==> src/frame_parser_pkg.sv <==
`default_nettype none

package frame_parser_pkg;

    // Frame protocol
    localparam logic [7:0] SOF_HOST_TO_DEVICE = 8'hA5;
    localparam logic [7:0] CRC8_POLY          = 8'h07;  // x^8 + x^2 + x + 1

    // Clock and line rate
    localparam int CLK_FREQ_HZ        = 125_000_000;
    localparam int BAUD_RATE          = 115_200;
    localparam int TIMEOUT_BYTE_TIMES = 10;

    // 10 bits per byte on the wire
    localparam int BYTE_TIME_CLOCKS = CLK_FREQ_HZ / (BAUD_RATE / 10);
    localparam int TIMEOUT_CLOCKS   = BYTE_TIME_CLOCKS * TIMEOUT_BYTE_TIMES;
    localparam int TIMEOUT_W        = $clog2(TIMEOUT_CLOCKS + 1);

    // Data buffer
    localparam int MAX_DATA_BYTES = 64;
    localparam int DATA_COUNT_W   = 7;  // Counts 0 to 64
    localparam int DATA_INDEX_W   = 6;

    typedef enum logic [1:0] {
        SIZE_8    = 2'b00,
        SIZE_16   = 2'b01,
        SIZE_32   = 2'b10,
        SIZE_RSVD = 2'b11
    } size_e;

    typedef struct packed {
        logic       rw;    // 1 means read
        logic       inc;   // Address increment
        size_e      size;
        logic [3:0] len;   // Beats minus one
    } cmd_fields_t;

    typedef enum logic [7:0] {
        STATUS_OK      = 8'h00,
        STATUS_CRC_ERR = 8'h01,
        STATUS_CMD_INV = 8'h02,
        STATUS_TIMEOUT = 8'h04
    } parser_status_e;

    typedef enum logic [3:0] {
        ST_IDLE,
        ST_CMD,
        ST_ADDR0,
        ST_ADDR1,
        ST_ADDR2,
        ST_ADDR3,
        ST_DATA,
        ST_CRC,
        ST_VALIDATE,
        ST_ERROR
    } parser_state_e;

    // Destination of an accepted byte
    typedef enum logic [1:0] {
        CAP_NONE,
        CAP_CMD,
        CAP_ADDR,
        CAP_DATA
    } capture_sel_e;

    typedef struct packed {
        logic         byte_take;    // Byte accepted this cycle
        logic         frame_start;  // SOF accepted
        capture_sel_e field;
    } capture_ctrl_t;

    typedef struct packed {
        cmd_fields_t             cmd;
        logic [31:0]             addr;
        logic [DATA_COUNT_W-1:0] data_count;
    } frame_info_t;

endpackage

`default_nettype wire
==> src/frame_parser_top.sv <==
`timescale 1ns/1ps
`default_nettype none

module frame_parser_top import frame_parser_pkg::*; (
    input  wire logic                    clk,
    input  wire logic                    rst,
    input  wire logic [7:0]              rx_fifo_data,
    input  wire logic                    rx_fifo_empty,
    input  wire logic                    frame_consumed,
    input  wire logic [DATA_INDEX_W-1:0] data_rd_index,
    output logic                         rx_fifo_rd_en,
    output frame_info_t                  frame,
    output logic [7:0]                   data_rd_byte,
    output logic                         frame_valid,
    output logic                         frame_error,
    output parser_status_e               error_status,
    output logic                         parser_busy
);

    parser_state_e state;
    capture_ctrl_t capture;
    cmd_fields_t   cmd_fields;
    logic          data_last;
    logic          crc_clear;
    logic          crc_take;
    logic [7:0]    crc_value;
    logic          frame_active;
    logic          timeout;

    frame_sequencer u_sequencer (
        .clk            (clk),
        .rst            (rst),
        .rx_fifo_data   (rx_fifo_data),
        .rx_fifo_empty  (rx_fifo_empty),
        .frame_consumed (frame_consumed),
        .cmd_fields     (cmd_fields),
        .data_last      (data_last),
        .crc_value      (crc_value),
        .timeout        (timeout),
        .rx_fifo_rd_en  (rx_fifo_rd_en),
        .state          (state),
        .capture        (capture),
        .crc_clear      (crc_clear),
        .crc_take       (crc_take),
        .frame_active   (frame_active),
        .frame_valid    (frame_valid),
        .frame_error    (frame_error),
        .error_status   (error_status),
        .parser_busy    (parser_busy)
    );

    frame_field_capture u_capture (
        .clk           (clk),
        .rst           (rst),
        .state         (state),
        .capture       (capture),
        .rx_fifo_data  (rx_fifo_data),
        .data_rd_index (data_rd_index),
        .cmd_fields    (cmd_fields),
        .frame         (frame),
        .data_last     (data_last),
        .data_rd_byte  (data_rd_byte)
    );

    // CRC covers command, address and data bytes only
    crc8_engine u_crc (
        .clk       (clk),
        .rst       (rst),
        .crc_clear (crc_clear),
        .crc_take  (crc_take),
        .data_in   (rx_fifo_data),
        .crc_value (crc_value)
    );

    idle_timer u_idle_timer (
        .clk           (clk),
        .rst           (rst),
        .frame_active  (frame_active),
        .rx_fifo_empty (rx_fifo_empty),
        .timeout       (timeout)
    );

endmodule

`default_nettype wire

==> src/frame_sequencer.sv <==
`timescale 1ns/1ps
`default_nettype none

module frame_sequencer import frame_parser_pkg::*; (
    input  wire logic        clk,
    input  wire logic        rst,
    input  wire logic [7:0]  rx_fifo_data,
    input  wire logic        rx_fifo_empty,
    input  wire logic        frame_consumed,
    input  wire cmd_fields_t cmd_fields,
    input  wire logic        data_last,
    input  wire logic [7:0]  crc_value,
    input  wire logic        timeout,
    output logic             rx_fifo_rd_en,
    output parser_state_e    state,
    output capture_ctrl_t    capture,
    output logic             crc_clear,
    output logic             crc_take,
    output logic             frame_active,
    output logic             frame_valid,
    output logic             frame_error,
    output parser_status_e   error_status,
    output logic             parser_busy
);

    parser_state_e  state_next;
    parser_status_e status_next;
    logic           byte_in;   // Frame byte available this cycle
    logic           has_data;  // Write with a usable size carries a payload

    // Timer runs from the command byte up to the CRC byte
    assign frame_active = (state == ST_CMD)   || (state == ST_ADDR0) ||
                          (state == ST_ADDR1) || (state == ST_ADDR2) ||
                          (state == ST_ADDR3) || (state == ST_DATA)  ||
                          (state == ST_CRC);

    assign byte_in  = frame_active && !rx_fifo_empty;
    assign has_data = !cmd_fields.rw && (cmd_fields.size != SIZE_RSVD);

    always_comb begin
        state_next        = state;
        status_next       = error_status;
        rx_fifo_rd_en     = 1'b0;
        crc_clear         = 1'b0;
        crc_take          = 1'b0;
        capture.frame_start = 1'b0;
        capture.field     = CAP_NONE;

        // Common handling of the in-frame states
        if (frame_active) begin
            if (!rx_fifo_empty) begin
                rx_fifo_rd_en = 1'b1;
                crc_take      = (state != ST_CRC);  // CRC byte itself is not folded
            end else if (timeout) begin
                state_next  = ST_ERROR;
                status_next = STATUS_TIMEOUT;
            end
        end

        case (state)
            ST_IDLE: begin
                crc_clear = 1'b1;
                if (!rx_fifo_empty) begin
                    rx_fifo_rd_en = 1'b1;  // Anything but SOF is dropped
                    if (rx_fifo_data == SOF_HOST_TO_DEVICE) begin
                        capture.frame_start = 1'b1;
                        state_next          = ST_CMD;
                    end
                end
            end
            ST_CMD: begin
                if (byte_in) begin
                    capture.field = CAP_CMD;
                    state_next    = ST_ADDR0;
                end
            end
            ST_ADDR0, ST_ADDR1, ST_ADDR2: begin
                if (byte_in) begin
                    capture.field = CAP_ADDR;
                    state_next    = parser_state_e'(state + 4'd1);
                end
            end
            ST_ADDR3: begin
                if (byte_in) begin
                    capture.field = CAP_ADDR;
                    state_next    = has_data ? ST_DATA : ST_CRC;
                end
            end
            ST_DATA: begin
                if (byte_in) begin
                    capture.field = CAP_DATA;
                    if (data_last) begin
                        state_next = ST_CRC;
                    end
                end
            end
            ST_CRC: begin
                if (byte_in) begin
                    state_next = ST_VALIDATE;
                    // Reserved size wins over a CRC mismatch
                    if (cmd_fields.size == SIZE_RSVD) begin
                        status_next = STATUS_CMD_INV;
                    end else if (rx_fifo_data != crc_value) begin
                        status_next = STATUS_CRC_ERR;
                    end else begin
                        status_next = STATUS_OK;
                    end
                end
            end
            ST_VALIDATE, ST_ERROR: begin
                // Result is held, FIFO is left alone
                if (frame_consumed) begin
                    state_next  = ST_IDLE;
                    status_next = STATUS_OK;
                end
            end
            default: begin
                state_next  = ST_IDLE;
                status_next = STATUS_OK;
            end
        endcase

        capture.byte_take = rx_fifo_rd_en;
    end

    always_ff @(posedge clk) begin
        if (rst) begin
            state        <= ST_IDLE;
            error_status <= STATUS_OK;
        end else begin
            state        <= state_next;
            error_status <= status_next;
        end
    end

    assign frame_valid = (state == ST_VALIDATE) && (error_status == STATUS_OK);
    assign frame_error = (state == ST_ERROR) ||
                         ((state == ST_VALIDATE) && (error_status != STATUS_OK));
    assign parser_busy = (state != ST_IDLE);

endmodule

`default_nettype wire

==> src/frame_field_capture.sv <==
`timescale 1ns/1ps
`default_nettype none

module frame_field_capture import frame_parser_pkg::*; (
    input  wire logic                    clk,
    input  wire logic                    rst,
    input  wire parser_state_e           state,
    input  wire capture_ctrl_t           capture,
    input  wire logic [7:0]              rx_fifo_data,
    input  wire logic [DATA_INDEX_W-1:0] data_rd_index,
    output cmd_fields_t                  cmd_fields,
    output frame_info_t                  frame,
    output logic                         data_last,
    output logic [7:0]                   data_rd_byte
);

    cmd_fields_t             cmd_q;
    logic [31:0]             addr_q;
    logic [DATA_COUNT_W-1:0] data_count_q;
    logic [7:0]              data_buf [MAX_DATA_BYTES];
    logic [4:0]              beats;           // len + 1, up to 16
    logic [DATA_COUNT_W-1:0] expected_bytes;
    logic                    take_cmd;
    logic                    take_addr;
    logic                    take_data;

    assign take_cmd  = capture.byte_take && (capture.field == CAP_CMD);
    assign take_addr = capture.byte_take && (capture.field == CAP_ADDR);
    assign take_data = capture.byte_take && (capture.field == CAP_DATA);

    // Command register and data count
    always_ff @(posedge clk) begin
        if (rst) begin
            cmd_q        <= '0;
            data_count_q <= '0;
        end else begin
            if (capture.frame_start) begin
                data_count_q <= '0;
            end else if (take_data) begin
                data_count_q <= data_count_q + DATA_COUNT_W'(1);
            end
            if (take_cmd) begin
                cmd_q <= cmd_fields_t'(rx_fifo_data);
            end
        end
    end

    // Address arrives least significant byte first
    always_ff @(posedge clk) begin
        if (take_addr) begin
            case (state)
                ST_ADDR0: addr_q[7:0]   <= rx_fifo_data;
                ST_ADDR1: addr_q[15:8]  <= rx_fifo_data;
                ST_ADDR2: addr_q[23:16] <= rx_fifo_data;
                ST_ADDR3: addr_q[31:24] <= rx_fifo_data;
                default:  addr_q        <= addr_q;
            endcase
        end
    end

    always_ff @(posedge clk) begin
        if (take_data) begin
            data_buf[data_count_q[DATA_INDEX_W-1:0]] <= rx_fifo_data;
        end
    end

    assign beats = {1'b0, cmd_q.len} + 5'd1;

    always_comb begin
        case (cmd_q.size)
            SIZE_8:  expected_bytes = {2'b00, beats};
            SIZE_16: expected_bytes = {1'b0, beats, 1'b0};
            SIZE_32: expected_bytes = {beats, 2'b00};
            default: expected_bytes = '0;  // Reserved, no payload
        endcase
    end

    // Next data byte completes the payload
    assign data_last = (data_count_q + DATA_COUNT_W'(1)) == expected_bytes;

    assign cmd_fields      = cmd_q;
    assign frame.cmd        = cmd_q;
    assign frame.addr       = addr_q;
    assign frame.data_count = data_count_q;
    assign data_rd_byte     = data_buf[data_rd_index];

endmodule

`default_nettype wire

==> src/idle_timer.sv <==
`timescale 1ns/1ps
`default_nettype none

module idle_timer import frame_parser_pkg::*; (
    input  wire logic clk,
    input  wire logic rst,
    input  wire logic frame_active,
    input  wire logic rx_fifo_empty,
    output logic      timeout
);

    logic [TIMEOUT_W-1:0] idle_count;
    logic                 idle;

    // Only an empty FIFO inside a frame counts as idle
    assign idle = frame_active && rx_fifo_empty;

    always_ff @(posedge clk) begin
        if (rst || !idle) begin
            idle_count <= '0;
            timeout    <= 1'b0;
        end else if (idle_count == TIMEOUT_W'(TIMEOUT_CLOCKS)) begin
            timeout <= 1'b1;  // Set one cycle after the limit is reached
        end else begin
            idle_count <= idle_count + TIMEOUT_W'(1);
        end
    end

endmodule

`default_nettype wire

==> src/crc8_engine.sv <==
`timescale 1ns/1ps
`default_nettype none

module crc8_engine import frame_parser_pkg::*; (
    input  wire logic       clk,
    input  wire logic       rst,
    input  wire logic       crc_clear,
    input  wire logic       crc_take,
    input  wire logic [7:0] data_in,
    output logic [7:0]      crc_value
);

    logic [7:0] crc_next;

    // One byte folded MSB first, all eight shifts in one cycle
    always_comb begin
        crc_next = crc_value ^ data_in;
        for (int i = 0; i < 8; i++) begin
            if (crc_next[7]) begin
                crc_next = {crc_next[6:0], 1'b0} ^ CRC8_POLY;
            end else begin
                crc_next = {crc_next[6:0], 1'b0};
            end
        end
    end

    always_ff @(posedge clk) begin
        if (rst || crc_clear) begin
            crc_value <= 8'h00;  // Initial value
        end else if (crc_take) begin
            crc_value <= crc_next;
        end
    end

endmodule

`default_nettype wire

==> config.mk <==
export PLATFORM = sky130hd
export DESIGN_NAME = frame_parser_top
export DESIGN_NICKNAME = d
export VERILOG_FILES = /design/src/frame_parser_pkg.sv /design/src/frame_parser_top.sv /design/src/frame_sequencer.sv /design/src/frame_field_capture.sv /design/src/idle_timer.sv /design/src/crc8_engine.sv
export SDC_FILE = /design/constraint.sdc
export NUM_CORES = 1
export LEC_CHECK = 0
export BUFFER_PORTS_ARGS = -buffer_cell sky130_fd_sc_hd__buf_2
export CAP_MARGIN = 20
export CORE_MARGIN = 2
export CORE_UTILIZATION = 56
export DETAILED_ROUTE_END_ITERATION = 6
export PLACE_DENSITY = 0.76
export SETUP_SLACK_MARGIN = 0.05
export SLEW_MARGIN = 20
export SYNTH_ARGS = -nofsm -noshare
export SYNTH_HDL_FRONTEND = slang
export SYNTH_HIERARCHICAL = 1
export SYNTH_SLANG_ARGS = --single-unit
export TNS_END_PERCENT = 5
==> constraint.sdc <==
create_clock -name clk -period 3.4 [get_ports clk]
set_input_delay 0.51 -clock clk [delete_from_list [all_inputs] [get_ports clk]]
set_output_delay 0.51 -clock clk [all_outputs]
set_load 0.005 [all_outputs]
==> results.json <==
{
  "clkLatencyLatePin_ns": 0.62,
  "hold_viol": 0,
  "crit_required_ns": 2.89,
  "r2r-start": "u_sequencer/state[1]",
  "grt_pass1_wl_um": 87100,
  "tns_ns": 0,
  "syn2layout_area_growth_pct": 15.3,
  "critPathCaptureType": "output port",
  "synth_compound_area_share_pct": 5.25,
  "crit_path_max_fanout": 24,
  "die_x_um": 214,
  "maxSlewHeadroom_pct": 47.5,
  "gp_congestion": 0.942,
  "wl_per_cell_um": 26.2,
  "violations": "DRC",
  "min_period_ns": 3.31,
  "dr.pass1.iters": 7,
  "min_from": "rst",
  "drv_cap": 0,
  "r2r_slack_ns": 0.22,
  "via_count": 14078,
  "final_layout_size_suffix_gt1_share_pct": 29.3,
  "clock_sinks": 597,
  "die_h_um": 214,
  "syn_area_um2": 24600,
  "cellLeakagePower_nw": 9.44,
  "cts_hold_buffers": 0,
  "synth_nets": 1418,
  "worst_slack_ns": 0.0856,
  "synth_fa_ha_area_share_pct": 0.406,
  "max_slew.worst_pin.slew_ns": 0.787,
  "r2r_end": "u_capture/data_buf[18][4]",
  "fmax_mhz": 302,
  "synth_top_cell_by_area": "edfxtp_1",
  "worstRegToRegCells": 9,
  "synth_flop_cell": "edfxtp_1",
  "maxSlewViolCount": 0,
  "synth_cell_types": 85,
  "antenna_found_initial": 2,
  "rsz0062_at_grt": "true",
  "cts_tree": "yes",
  "async_reset_ff_share_pct": 0,
  "yosysWarnings": 6,
  "outcome": "finished, violations left",
  "synth_cells": 1392,
  "clk_pin_slew_ns": 0.06,
  "yosys-top-cells-area": "edfxtp_1 (66%), mux4_2 (12%), dfxtp_1 (4.3%), nor2_1 (1.6%), mux2i_1 (1.2%)",
  "finalCritPeriodShare_pct": 97.5,
  "cts_buffer_depth": 3,
  "hold_path_end": "u_capture/cmd_fields[4]",
  "row_count": 76,
  "final_core_util_pct": 65.7,
  "critical_path_class": "input pin to output port",
  "peakVddDrop_mv": 0.413,
  "grt_max_degree": 69,
  "yosys.area_share.simple_pct": 6.17,
  "layout_commonest_cell": "edfxtp_1",
  "setup_violations": 0,
  "preCtsSetupSlack_ns": 0.145,
  "whs_path_depth": 2,
  "port_buffers": 84,
  "ant_nets": 0,
  "start_kind": "input pin",
  "wl_um": 58200,
  "power-per-cell-area_nw_per_um2": 533,
  "htree_levels": 2,
  "synth-seq-cells": 597,
  "hold_path_class": "input pin to flop",
  "finish.instance_area_um2": 28400,
  "die_area_um2": 45700,
  "dp_hpwl_um": 37600,
  "synth_xor_area_share_pct": 2.24,
  "finClkSkew_ns": 0.0219,
  "drt_iter0_markers": 1773,
  "nNetsFinal": 1614,
  "grt_pass1_vias": 14044,
  "synthMuxAreaShare_pct": 13.0,
  "grt_overflow": 0,
  "final_cell_mix": "edfxtp_1 (544), buf_4 (130), mux4_2 (128)",
  "routed_via_density": 6.33,
  "start_util_pct": 56.9,
  "numCtsBuffers": 59,
  "core_um2": 43300,
  "io_pins": 85,
  "cp.arrival_ns": 2.80,
  "synth-seq-area-share_pct": 70.6,
  "synth_edf_count": 544,
  "root_buffer": "clkbuf_16",
  "yosys.area.top_type_share_pct": 66.3,
  "placed_cell_area_um2": 26400,
  "synth.avg_cell_area_um2": 17.7,
  "synth_top_family_by_area": "multiplexers",
  "track_usage_pct": 26.2,
  "drc": 6
}
## cell usage after synthesis, types with 8 or more instances
master and instances:
xor2_1 22, o22ai_1 14, nor2b_1 17, buf_4 17, mux4_2 128, a21oi_1 33
a31oi_1 8, inv_1 18, or3_1 15, nor4_1 8, o21ai_0 36, nor3_1 22
clkbuf_1 30, dfxtp_1 53, xnor2_1 19, nand4_1 10, nor2_1 104, ha_1 8
nand2b_1 8, mux2i_1 30, edfxtp_1 544, buf_2 29, nand2_1 38, a211oi_1 18
o221ai_1 14, nand3_1 19, and2_1 9, buf_6 8
## stage by stage
step / hold slack [ns] / total power, mW / cells
after floorplan: 0.465 / 8.53 / 1392
after detailed placement: 0.473 / 8.84 / 2110
after CTS: 0.250 / 15.2 / 2220
final: 0.277 / 15.1 / 2223
after global routing: 0.258 / 15.5 / 2222
after global placement: 0.469 / 8.83 / 2110
## worst max-delay path, cell delays in order
cell      delay [ns]
buf_6           0.22
buf_12          0.25
mux4_2          0.54
nor2b_1         0.15
a211oi_1        0.50
nor3_1          0.18
a22o_1          0.27
buf_2           0.14
## sequential cells by signal (all words and copies together) (netlist names)
name and flops:
u_capture/data_buf 512, u_capture/cmd_fields 8, u_idle_timer/idle_count 17, u_crc/crc_value 8, u_sequencer/error_status 8, u_sequencer/state 4
u_capture/data_count_q 7, u_idle_timer/timeout 1, u_capture/addr_q 32
## how the worst max path moves through the flow
stage	startpoint	endpoint	slack, ns	cells after the start
2_1_floorplan	u_sequencer/state[0]	u_capture/data_buf[48][0]	-0.1	10
3_3_place_gp	data_rd_index[0]	data_rd_byte[0]	0.20	8
3_5_place_dp	data_rd_index[0]	data_rd_byte[0]	0.14	8
4_1_cts	data_rd_index[0]	data_rd_byte[0]	0.14	8
5_1_grt	u_capture/cmd_fields[0]	u_sequencer/state[3]	0.002	10
6_report	data_rd_index[0]	data_rd_byte[0]	0.09	8
## metal layers
| layer | GRT usage (%) | vias up | routed length (um) |
|---|---|---|---|
| met4 | 8.52 | 2 | 1590 |
| met2 | 42.5 | 819 | 28400 |
| met3 | 5.30 | 119 | 5870 |
| li1 | - | 5987 | - |
| met1 | 36.3 | 7151 | 22300 |
| met5 | 0 | - | 11 |
## cell type report
| type | instances | area, um^2 |
|---|---|---|
| Sequential cell | 597 | 17400 |
| Fill cell | 2837 | 14900 |
| Multi-Input combinational cell | 689 | 6700 |
| Clock buffer | 77 | 1640 |
| Timing Repair Buffer | 222 | 1570 |
| Tap cell | 585 | 732 |
| Clock inverter | 33 | 300 |
| Inverter | 19 | 71.3 |
| Antenna cell | 1 | 2.50 |
## cell families (layout without fill, tap and decap cells)
family	Yosys count	after routing
flip-flops	597	597
multiplexers	160	160
other	0	1
AND/OR/NAND/NOR	292	292
XOR/XNOR	50	50
buffers and inverters	106	351
AO/OA/AOI/OAI	179	179
adder cells (fa/ha/maj)	8	8
## where the power goes
part           switching, mW  internal, mW
clock network           2.69          3.75
registers          0.0000842          8.00
logic                  0.418         0.276
total                   3.11          12.0
## what timing repair did
item,CTS,global route
setup endpoints to repair,0,271
setup buffers,0,2
gates resized for setup,0,6
No activity file was read; power rests on OpenSTA's default activity.
